[src/hdl/qracc_pkg.sv]
//--------------------
// Shared types and constants for the bit-serial accelerator.
// Holds the register bus structs, the configuration words,
// the CSR write union and the address map.
// Modules pull it in with a wildcard import in their header.
//--------------------

package qracc_pkg;

    //--------------------
    // Widths
    //--------------------
    localparam int ELEM_BITS = 8;   // Activation and weight element
    localparam int ACC_BITS  = 20;  // Holds 8 x 255 x 128 with sign
    localparam int OUT_BITS  = 8;   // Scaled result

    //--------------------
    // Address map
    //--------------------
    localparam logic [15:0] ADDR_CFG     = 16'h000;
    localparam logic [15:0] ADDR_SCALE   = 16'h004;
    localparam logic [15:0] ADDR_TRIGGER = 16'h008;
    localparam logic [15:0] ADDR_STATUS  = 16'h00C;
    localparam logic [15:0] ADDR_ABUF    = 16'h100;  // Two words
    localparam logic [15:0] ADDR_WEIGHT  = 16'h200;  // One word per row
    localparam logic [15:0] ADDR_RESULT  = 16'h300;  // One word per column

    // One request per cycle, plain strobes
    typedef struct packed {
        logic        wr_en;
        logic        rd_en;
        logic [15:0] addr;   // Byte address
        logic [31:0] wdata;
    } bus_req_t;

    typedef struct packed {
        logic        rvalid;
        logic [31:0] rdata;
    } bus_rsp_t;

    // Run configuration
    typedef struct packed {
        logic [26:0] spare;
        logic        unsigned_acts;  // Clamp to 0..255 instead of -128..127
        logic [3:0]  input_bits;     // 1 to 8
    } qracc_config_t;

    // Output scaler setting
    typedef struct packed {
        logic [19:0] spare;
        logic [3:0]  shift;
        logic [7:0]  scale;          // Unsigned multiplier
    } scaler_cfg_t;

    // Same write word, two views picked by register address
    typedef union packed {
        qracc_config_t cfg;
        scaler_cfg_t   scale;
    } csr_word_u;

endpackage

[src/hdl/activation_buffer.sv]
//--------------------
// Activation store of byte elements.
// Each bus word fills four elements, lowest byte first.
// The engine sees every element in parallel at all times.
//--------------------

module activation_buffer import qracc_pkg::*; #(
    parameter int NUM_ROWS = 8
) (
    input  logic                                clk,
    input  logic                                rst_i,
    input  bus_req_t                            bus_i,
    output logic [NUM_ROWS-1:0][ELEM_BITS-1:0]  data_o,
    output logic [31:0]                         rdata_o
);

    localparam int NUM_WORDS = NUM_ROWS / 4;

    logic       in_win;
    logic [5:0] word_idx;

    assign in_win   = (bus_i.addr[15:8] == ADDR_ABUF[15:8]);
    assign word_idx = bus_i.addr[7:2];

    always_ff @(posedge clk) begin
        if (rst_i) begin
            data_o <= '0;
        end else if (bus_i.wr_en && in_win) begin
            for (int w = 0; w < NUM_WORDS; w++) begin
                if (word_idx == w) data_o[4*w +: 4] <= bus_i.wdata;
            end
        end
    end

    // Word readback, out of range words read zero
    always_ff @(posedge clk) begin
        if (bus_i.rd_en) begin
            rdata_o <= '0;
            for (int w = 0; w < NUM_WORDS; w++) begin
                if (in_win && (word_idx == w)) rdata_o <= data_o[4*w +: 4];
            end
        end
    end

endmodule

[src/hdl/output_scaler.sv]
//--------------------
// Fixed-point output scaler.
// Per column: accumulator times scale, arithmetic shift right,
// clamp to 0..255 or -128..127. Results are held until the next run
// and read back as raw bytes at ADDR_RESULT + 4c.
//--------------------

module output_scaler import qracc_pkg::*; #(
    parameter int NUM_COLS = 4
) (
    input  logic                               clk,
    input  logic                               rst_i,
    input  qracc_config_t                      cfg_i,
    input  scaler_cfg_t                        scale_i,
    input  logic                               acc_valid_i,
    input  logic [NUM_COLS-1:0][ACC_BITS-1:0]  acc_data_i,
    output logic                               scaled_valid_o,
    input  bus_req_t                           bus_i,
    output logic [31:0]                        rdata_o
);

    localparam int PROD_BITS = ACC_BITS + 9;  // Scale gets a zero sign bit

    logic signed [PROD_BITS-1:0]         shifted [NUM_COLS];
    logic signed [PROD_BITS-1:0]         lo_lim;
    logic signed [PROD_BITS-1:0]         hi_lim;
    logic [NUM_COLS-1:0][OUT_BITS-1:0]   clamped;
    logic [NUM_COLS-1:0][OUT_BITS-1:0]   result_q;

    assign lo_lim = cfg_i.unsigned_acts ? '0 : -(1 <<< (OUT_BITS-1));
    assign hi_lim = cfg_i.unsigned_acts ? (1 << OUT_BITS) - 1 : (1 << (OUT_BITS-1)) - 1;

    always_comb begin
        for (int c = 0; c < NUM_COLS; c++) begin
            shifted[c] = ($signed(acc_data_i[c]) * $signed({1'b0, scale_i.scale})) >>> scale_i.shift;
            if (shifted[c] < lo_lim)      clamped[c] = OUT_BITS'(lo_lim);
            else if (shifted[c] > hi_lim) clamped[c] = OUT_BITS'(hi_lim);
            else                          clamped[c] = OUT_BITS'(shifted[c]);
        end
    end

    always_ff @(posedge clk) begin
        if (rst_i) begin
            result_q       <= '0;
            scaled_valid_o <= 1'b0;
        end else begin
            scaled_valid_o <= acc_valid_i;
            if (acc_valid_i) result_q <= clamped;
        end
    end

    // Result readback, zero extended
    always_ff @(posedge clk) begin
        if (bus_i.rd_en) begin
            rdata_o <= '0;
            for (int c = 0; c < NUM_COLS; c++) begin
                if ((bus_i.addr[15:8] == ADDR_RESULT[15:8]) && (bus_i.addr[7:2] == c)) begin
                    rdata_o <= {24'd0, result_q[c]};
                end
            end
        end
    end

endmodule

[src/hdl/qr_acc_top.sv]
//--------------------
// Top level of the bit-serial accelerator.
// Connects CSRs, stores, engine, scaler and sequencer to the
// register bus and returns read data one cycle after rd_en.
//--------------------

module qr_acc_top import qracc_pkg::*; #(
    parameter int NUM_ROWS = 8,
    parameter int NUM_COLS = 4
) (
    input  logic     clk,
    input  logic     rst_i,
    input  bus_req_t bus_i,
    output bus_rsp_t bus_o
);

    //--------------------
    // Signals
    //--------------------
    qracc_config_t cfg;
    scaler_cfg_t   scale;
    logic          trigger, busy, done, start;
    logic          acc_valid, scaled_valid;

    logic [NUM_ROWS-1:0][ELEM_BITS-1:0]               abuf_data;
    logic [NUM_ROWS-1:0][NUM_COLS-1:0][ELEM_BITS-1:0] weights;
    logic [NUM_COLS-1:0][ACC_BITS-1:0]                acc_data;

    logic [31:0] csr_rdata, abuf_rdata, wgt_rdata, res_rdata;
    logic        rd_q;
    logic [7:0]  win_q;  // Address window of the pending read

    //--------------------
    // Blocks
    //--------------------
    qracc_csr u_csr (
        .clk(clk), .rst_i(rst_i), .bus_i(bus_i), .busy_i(busy), .done_i(done),
        .cfg_o(cfg), .scale_o(scale), .trigger_o(trigger), .rdata_o(csr_rdata)
    );

    activation_buffer #(.NUM_ROWS(NUM_ROWS)) u_abuf (
        .clk(clk), .rst_i(rst_i), .bus_i(bus_i), .data_o(abuf_data), .rdata_o(abuf_rdata)
    );

    weight_array #(.NUM_ROWS(NUM_ROWS), .NUM_COLS(NUM_COLS)) u_weights (
        .clk(clk), .rst_i(rst_i), .bus_i(bus_i), .weight_o(weights), .rdata_o(wgt_rdata)
    );

    qracc_controller u_ctrl (
        .clk(clk), .rst_i(rst_i), .trigger_i(trigger), .scaled_valid_i(scaled_valid),
        .busy_o(busy), .done_o(done), .start_o(start)
    );

    seq_acc #(.NUM_ROWS(NUM_ROWS), .NUM_COLS(NUM_COLS)) u_seq_acc (
        .clk(clk), .rst_i(rst_i), .cfg_i(cfg), .start_i(start),
        .act_i(abuf_data), .weight_i(weights),
        .acc_valid_o(acc_valid), .acc_data_o(acc_data)
    );

    output_scaler #(.NUM_COLS(NUM_COLS)) u_scaler (
        .clk(clk), .rst_i(rst_i), .cfg_i(cfg), .scale_i(scale),
        .acc_valid_i(acc_valid), .acc_data_i(acc_data), .scaled_valid_o(scaled_valid),
        .bus_i(bus_i), .rdata_o(res_rdata)
    );

    //--------------------
    // Read return
    //--------------------
    always_ff @(posedge clk) begin
        if (rst_i) begin
            rd_q  <= 1'b0;
            win_q <= '0;
        end else begin
            rd_q  <= bus_i.rd_en;
            win_q <= bus_i.addr[15:8];
        end
    end

    always_comb begin
        bus_o.rvalid = rd_q;
        case (win_q)
            ADDR_CFG[15:8]:    bus_o.rdata = csr_rdata;
            ADDR_ABUF[15:8]:   bus_o.rdata = abuf_rdata;
            ADDR_WEIGHT[15:8]: bus_o.rdata = wgt_rdata;
            ADDR_RESULT[15:8]: bus_o.rdata = res_rdata;
            default:           bus_o.rdata = '0;  // Unmapped
        endcase
    end

endmodule

[src/hdl/qracc_controller.sv]
//--------------------
// Run sequencer.
// Idle accepts a trigger, run issues the engine start pulse,
// wait holds busy until the scaled results land.
// Done is sticky until the next accepted trigger.
//--------------------

module qracc_controller (
    input  logic clk,
    input  logic rst_i,
    input  logic trigger_i,
    input  logic scaled_valid_i,
    output logic busy_o,
    output logic done_o,
    output logic start_o
);

    localparam logic [1:0] ST_IDLE = 2'd0;
    localparam logic [1:0] ST_RUN  = 2'd1;
    localparam logic [1:0] ST_WAIT = 2'd2;

    logic [1:0] state;
    logic [1:0] state_nxt;

    always_comb begin
        state_nxt = state;
        case (state)
            ST_IDLE: if (trigger_i) state_nxt = ST_RUN;  // Triggers while busy are dropped
            ST_RUN:  state_nxt = ST_WAIT;               // Start lasts one cycle
            ST_WAIT: if (scaled_valid_i) state_nxt = ST_IDLE;
            default: state_nxt = ST_IDLE;
        endcase
    end

    always_ff @(posedge clk) begin
        if (rst_i) begin
            state  <= ST_IDLE;
            done_o <= 1'b0;
        end else begin
            state <= state_nxt;
            if ((state == ST_IDLE) && trigger_i) begin
                done_o <= 1'b0;
            end else if ((state == ST_WAIT) && scaled_valid_i) begin
                done_o <= 1'b1;
            end
        end
    end

    assign busy_o  = (state != ST_IDLE);
    assign start_o = (state == ST_RUN);

endmodule

[src/hdl/qracc_csr.sv]
//--------------------
// Configuration and status registers.
// Decodes CFG, SCALE, TRIGGER and STATUS on the register bus,
// drives the run configuration and a one-cycle trigger pulse.
// Readback is registered, one cycle after the read strobe.
//--------------------

module qracc_csr import qracc_pkg::*; (
    input  logic          clk,
    input  logic          rst_i,
    input  bus_req_t      bus_i,
    input  logic          busy_i,
    input  logic          done_i,
    output qracc_config_t cfg_o,
    output scaler_cfg_t   scale_o,
    output logic          trigger_o,
    output logic [31:0]   rdata_o
);

    csr_word_u   wr_word;
    logic [31:0] status_word;

    assign wr_word     = bus_i.wdata;
    assign status_word = {30'd0, done_i, busy_i};

    //--------------------
    // Write side
    //--------------------
    always_ff @(posedge clk) begin
        if (rst_i) begin
            cfg_o     <= '0;
            scale_o   <= '0;
            trigger_o <= 1'b0;
        end else begin
            // Any value written to TRIGGER fires one pulse
            trigger_o <= bus_i.wr_en && (bus_i.addr == ADDR_TRIGGER);
            if (bus_i.wr_en && (bus_i.addr == ADDR_CFG)) begin
                cfg_o <= wr_word.cfg;
            end
            if (bus_i.wr_en && (bus_i.addr == ADDR_SCALE)) begin
                scale_o <= wr_word.scale;
            end
        end
    end

    //--------------------
    // Readback
    //--------------------
    always_ff @(posedge clk) begin
        if (bus_i.rd_en) begin
            case (bus_i.addr)
                ADDR_CFG:    rdata_o <= cfg_o;
                ADDR_SCALE:  rdata_o <= scale_o;
                ADDR_STATUS: rdata_o <= status_word;
                default:     rdata_o <= '0;  // TRIGGER and holes read zero
            endcase
        end
    end

endmodule

[src/hdl/seq_acc.sv]
//--------------------
// Bit-serial multiply-accumulate engine.
// Captures activations and weights on start, then walks the
// activation bits from input_bits-1 down to 0, one per cycle.
// Each step doubles the column sums and adds the weights of
// rows whose current activation bit is set.
//--------------------

module seq_acc import qracc_pkg::*; #(
    parameter int NUM_ROWS = 8,
    parameter int NUM_COLS = 4
) (
    input  logic                                              clk,
    input  logic                                              rst_i,
    input  qracc_config_t                                     cfg_i,
    input  logic                                              start_i,
    input  logic [NUM_ROWS-1:0][ELEM_BITS-1:0]                act_i,
    input  logic [NUM_ROWS-1:0][NUM_COLS-1:0][ELEM_BITS-1:0]  weight_i,
    output logic                                              acc_valid_o,
    output logic [NUM_COLS-1:0][ACC_BITS-1:0]                 acc_data_o
);

    localparam int CNT_BITS = $clog2(ELEM_BITS);

    logic [NUM_ROWS-1:0][ELEM_BITS-1:0]               act_q;
    logic [NUM_ROWS-1:0][NUM_COLS-1:0][ELEM_BITS-1:0] weight_q;
    logic [CNT_BITS-1:0]                              bit_cnt;
    logic                                             running;
    logic signed [ACC_BITS-1:0]                       col_sum [NUM_COLS];

    //--------------------
    // Partial sums for the current bit
    //--------------------
    always_comb begin
        for (int c = 0; c < NUM_COLS; c++) begin
            col_sum[c] = '0;
            for (int r = 0; r < NUM_ROWS; r++) begin
                if (act_q[r][bit_cnt]) begin
                    col_sum[c] = col_sum[c] + $signed(weight_q[r][c]);  // Sign extended
                end
            end
        end
    end

    //--------------------
    // Control
    //--------------------
    always_ff @(posedge clk) begin
        if (rst_i) begin
            running     <= 1'b0;
            bit_cnt     <= '0;
            acc_valid_o <= 1'b0;
        end else begin
            acc_valid_o <= running && (bit_cnt == '0);
            if (start_i) begin
                running <= 1'b1;
                bit_cnt <= CNT_BITS'(cfg_i.input_bits - 4'd1);  // MSB first
            end else if (running) begin
                if (bit_cnt == '0) running <= 1'b0;
                else bit_cnt <= bit_cnt - 1'b1;
            end
        end
    end

    // Operands and accumulators
    always_ff @(posedge clk) begin
        if (start_i) begin
            act_q      <= act_i;
            weight_q   <= weight_i;
            acc_data_o <= '0;
        end else if (running) begin
            for (int c = 0; c < NUM_COLS; c++) begin
                acc_data_o[c] <= {acc_data_o[c][ACC_BITS-2:0], 1'b0} + col_sum[c];
            end
        end
    end

endmodule

[src/hdl/weight_array.sv]
//--------------------
// Signed weight store, NUM_ROWS by NUM_COLS bytes.
// One bus word per group of four columns of a row.
//--------------------

module weight_array import qracc_pkg::*; #(
    parameter int NUM_ROWS = 8,
    parameter int NUM_COLS = 4
) (
    input  logic                                              clk,
    input  logic                                              rst_i,
    input  bus_req_t                                          bus_i,
    output logic [NUM_ROWS-1:0][NUM_COLS-1:0][ELEM_BITS-1:0]  weight_o,
    output logic [31:0]                                       rdata_o
);

    localparam int GROUPS = NUM_COLS / 4;  // Words per row

    logic       in_win;
    logic [5:0] word_idx;

    assign in_win   = (bus_i.addr[15:8] == ADDR_WEIGHT[15:8]);
    assign word_idx = bus_i.addr[7:2];

    always_ff @(posedge clk) begin
        if (rst_i) begin
            weight_o <= '0;
        end else if (bus_i.wr_en && in_win) begin
            for (int r = 0; r < NUM_ROWS; r++) begin
                for (int g = 0; g < GROUPS; g++) begin
                    if (word_idx == r*GROUPS + g) weight_o[r][4*g +: 4] <= bus_i.wdata;
                end
            end
        end
    end

    always_ff @(posedge clk) begin
        if (bus_i.rd_en) begin
            rdata_o <= '0;
            for (int r = 0; r < NUM_ROWS; r++) begin
                for (int g = 0; g < GROUPS; g++) begin
                    if (in_win && (word_idx == r*GROUPS + g)) rdata_o <= weight_o[r][4*g +: 4];
                end
            end
        end
    end

endmodule

[config.mk]
export PLATFORM = sky130hd
export DESIGN_NAME = qr_acc_top
export DESIGN_NICKNAME = d
export VERILOG_FILES = /design/src/hdl/qracc_pkg.sv /design/src/hdl/activation_buffer.sv /design/src/hdl/output_scaler.sv /design/src/hdl/qr_acc_top.sv /design/src/hdl/qracc_controller.sv /design/src/hdl/qracc_csr.sv /design/src/hdl/seq_acc.sv /design/src/hdl/weight_array.sv
export SDC_FILE = /design/constraint.sdc
export NUM_CORES = 2
export LEC_CHECK = 0
export ABC_AREA = 1
export BUFFER_PORTS_ARGS = -buffer_cell sky130_fd_sc_hd__buf_2
export CAP_MARGIN = 20
export CORE_MARGIN = 2
export CORE_UTILIZATION = 40
export CTS_BUF_LIST = sky130_fd_sc_hd__clkbuf_4 sky130_fd_sc_hd__clkbuf_8 sky130_fd_sc_hd__clkbuf_16
export CTS_CLUSTER_SIZE = 12
export DETAILED_ROUTE_END_ITERATION = 10
export GPL_TIMING_DRIVEN = 0
export HOLD_SLACK_MARGIN = 0.05
export MAX_ROUTING_LAYER = met4
export PLACE_DENSITY = 0.57
export SYNTH_ARGS = -nofsm -noshare
export SYNTH_HDL_FRONTEND = slang
export SYNTH_SLANG_ARGS = --single-unit
[constraint.sdc]
create_clock -name clk -period 15.22 [get_ports clk]
set_clock_uncertainty 0.05 [all_clocks]
set_input_delay 2.283 -clock clk [delete_from_list [all_inputs] [get_ports clk]]
set_output_delay 2.283 -clock clk [all_outputs]
set_load 0.01 [all_outputs]
==> key figures <==
Timing
  • Fin crit period: 14.42 ns
  • WHS: 0.343 ns
  • Fin Setup TNS: 0 ns
  • Worst Tran Pin Value: approximately 1.3 ns
  • Final Max Tran Viols: 0
  • Period utilization: roughly 95%
  • Count of final hold-check violations: 0
  • Max Clk Rate: 69.4 MHz
  • Relative slew margins: between 10 and 15%
  • Final setup violation count: 0

Hold path
  • Worst hold path type: flop to flop
  • Hold path startpoint: u_abuf.data_o[16]

Clocking
  • TritonCTS clock tree: yes
  • Post-CTS Hold Buffers: 0
  • Clk slew on worst S/H paths: 0.06 ns
  • Clk buf depth: 3
  • Skew-Pair Late Insertion Delay: ~0.83 ns
  • CTS root buf: clkbuf_16
  • CTS Buf Count: 106
  • H-tree Lvls: 3
  • Clk sinks: roughly 940

Power
  • Switching power: ~1.8 mW
  • Static leakage: 55.8 nW
  • PwrDens: 57.1 nW/um^2
  • Design internal power: 4.49 mW
  • Max VDD drop: 0.103 mV
  • Part of the power in registers: 43.2%
  • Gate power share: 13.1%
  • Clock share of power: about 44%
  • Net Sw Frac: 29.1%

Global route
  • GRT overflow: 0
  • Antenna violations before repair: 29
  • Pin count of the biggest net entering global routing: 81
  • Vias in the first global route: 93.4k
  • Gr usage total: between 30% and 40%
  • First-pass GRT wire length: 616 mm

Logic synthesis
  • Post-Syn Nets: 16.2k
  • Yosys top cell area share: between 10 and 15%
  • Top FF cell, synth: dfxtp_1
  • Distinct cells, synth: 73
  • Ys async rst share: 0%
  • Syn_area_per_cell: 6.90 um^2
  • Mapped Cells: approximately 15k
  • Top cell type by total area after synthesis: nand2_1
  • Seq/Total Area, Yosys: 22.8%
  • Synthesized area: 101000 um^2
  • YS warnings: 0
  • Yosys reg bits: 939
  • Number of flops mapped to enable cells by yosys: 424
  • Ranking of synthesized cells by area: nand2_1 (13%), edfxtp_1 (13%), ha_1 (11%)

Cells and area
  • Area delta synth->final: 9.49%
  • Post-Layout Cell Count: 18.4k
  • Share of cells above drive strength 1: about 4.8%
  • # nets final: approximately 16k

Floorplan
  • Die Wd: 507 um
  • Core area: 251000 um^2
  • Io pins: 85
  • Initial core utilization: 40.3%
  • DIE AREA: 257000 um^2
  • Die Ht: around 500 um
  • Rows: 184

Critical path
  • Critical Path Sink Type: flop
  • Setup crit start kind: flop
  • Most used cell, CP: nand2_1
  • Crit path kind: flop to flop
  • Worst endpoint required time: 15.79 ns
  • CP max-delay cell: dfxtp_1
  • Critical R2R Launch: u_seq_acc.bit_cnt[2]
  • CP max stage delay: 0.50 ns
  • Worst-path maximum fanout: 10
  • Critical path launch point: u_seq_acc.bit_cnt[2]
  • Arrival @ worst endpoint: 14.98 ns

Detailed routing
  • Wire per inst: 23.0 um
  • Via count: 100k
  • DRT iter0 DRCs: 12.0k
  • First-pass DRT Iterations: 8
  • Final WL: 423 mm
  • Post-route ant nets: 0
  • DR vias/cell: 5.44
  • Drc violations: 0

Place
  • Placed insts: 18.2k
  • RD Place Congestion: 1.03
  • Post-DP HPWL: 353 mm
  • IO Port Bufs: slightly above 80

Run status
  • Run status: completed

Flow run
  • Max cap viols: 0
## metrics by stage
stage	worst slack, ns	utilization [%]	instance area [um^2]	power (mW)
2_1_floorplan	3.16	-	101000	3.30
3_3_place_gp	-1.55	42.1	106000	3.59
3_5_place_dp	-0.333	42.4	107000	3.60
4_1_cts	0.0322	43.9	110000	6.32
5_1_grt	-0.0358	44.1	111000	6.51
6_report	0.802	44.1	111000	6.33
## placed cells by master (no fill, tap or decap), drive strengths merged, types with 23 or more instances in the layout
cell type,Yosys,final
a21boi,34,34
clkinv,6,28
and2,32,32
o22ai,30,30
ha,897,897
nand3,934,934
nand2,3496,3496
or2,103,103
xnor2,129,129
o21a,23,23
dfxtp,515,515
clkbuf,463,629
o21bai,63,63
o211ai,53,53
edfxtp,424,424
o32ai,32,32
o221ai,59,59
nor2,731,731
a31oi,63,63
a21o,35,35
nand4,88,88
buf,151,293
o21ai,1159,1159
o31ai,51,51
nand3b,27,27
inv,2753,2760
a21oi,1269,1269
fa,544,544
nor4,26,26
xor2,253,253
nor3,121,121
## cells in the mapped netlist (27+ instances only)
cell type  instances
a21o_1            35
a21oi_1         1251
a31oi_1           56
and2_1            30
buf_1             88
buf_2             43
clkbuf_1         463
dfxtp_1          515
edfxtp_1         424
fa_1             544
ha_1             897
inv_1           2723
inv_2             29
nand2_1         3468
nand3_1          929
nand3b_1          27
nand4_1           88
nor2_1           717
nor3_1           120
o211ai_1          53
o21ai_0         1014
o21ai_1           99
o21ai_2           43
o21bai_1          63
o221ai_1          59
o22ai_1           30
o31ai_1           51
o32ai_1           32
or2_2             98
xnor2_1          129
xor2_1           252
## power by group through the flow
stage	Clock, mW	Sequential, mW	Combinational [mW]
after floorplan	0	2.77	0.527
after global placement	0	2.79	0.801
after detailed placement	0	2.79	0.812
after CTS	2.77	2.73	0.819
after global routing	2.87	2.74	0.912
final	2.76	2.73	0.832
## state kept, by name, summed over array words and instances, names as in the netlist, 2 cells and up
register              count
u_abuf.data_o            64
u_weights.rdata_o        32
u_seq_acc.weight_q      256
u_seq_acc.acc_data_o     80
u_scaler.rdata_o          8
u_csr.scale_o            32
u_seq_acc.act_q          64
u_abuf.rdata_o           32
win_q                     8
u_seq_acc.bit_cnt         3
u_scaler.result_q        32
u_ctrl.state              2
u_weights.weight_o      256
u_csr.rdata_o            32
u_csr.cfg_o              32
## worst paths after layout
kind	slack [ns]	cells after the start	endpoint
hold reg to reg	0.34	0	u_seq_acc.act_q[16]
setup reg to reg	0.80	77	u_seq_acc.acc_data_o[19]
setup / recovery	0.80	77	u_seq_acc.acc_data_o[19]
hold / removal	0.34	0	u_seq_acc.act_q[16]
## cells by family after synthesis
| family | synth area share (%) |
|---|---|
| muxes | 0.180 |
| and+or+nand+nor | 23.0 |
| buffers and inverters | 12.7 |
| AOI/OAI and AO/OA | 16.2 |
| adders and majority gates | 21.8 |
| xor gates and xnor gates | 3.31 |
| DFF | 22.8 |
## layout make-up
class,count,area [um^2]
inverters,2759,10400
multi-input cells,10400,65600
plain buffers,614,2500
well taps,3348,4190
clock inverters,36,469
fillers,26700,141000
diodes,15,37.5
flip-flops and latches,939,23000
clock buffers,166,3300
repair buffers,142,1290
## worst max-delay path: cells and delay by family (launching register included)
family                   cells  cell delay [ns]
AO/OA/AOI/OAI               20             3.93
XOR/XNOR                     6             1.11
flip-flops                   1             0.50
buffers and inverters       16             1.77
AND/OR/NAND/NOR             26             3.64
adder cells (fa/ha/maj)      9             3.21
## layer usage
| layer | up-vias | part of all wire [%] | global-route usage, % |
|---|---|---|---|
| met5 | - | 0 | - |
| met4 | 0 | 2.8 | 8.57 |
| met3 | 496 | 10 | 6.51 |
| met2 | 4156 | 40 | 46.3 |
| met1 | 47500 | 47 | 48.6 |
| li1 | 47800 | - | - |
## timing repair
action | CTS | global route
endpoints found under the hold margin | 0 | 0
pin swaps | 1 | 7
resized for setup | 12 | 70
buffers inserted | 0 | 7
endpoints found under the setup margin | 1 | 5
Power figures use the tool's default switching activity.
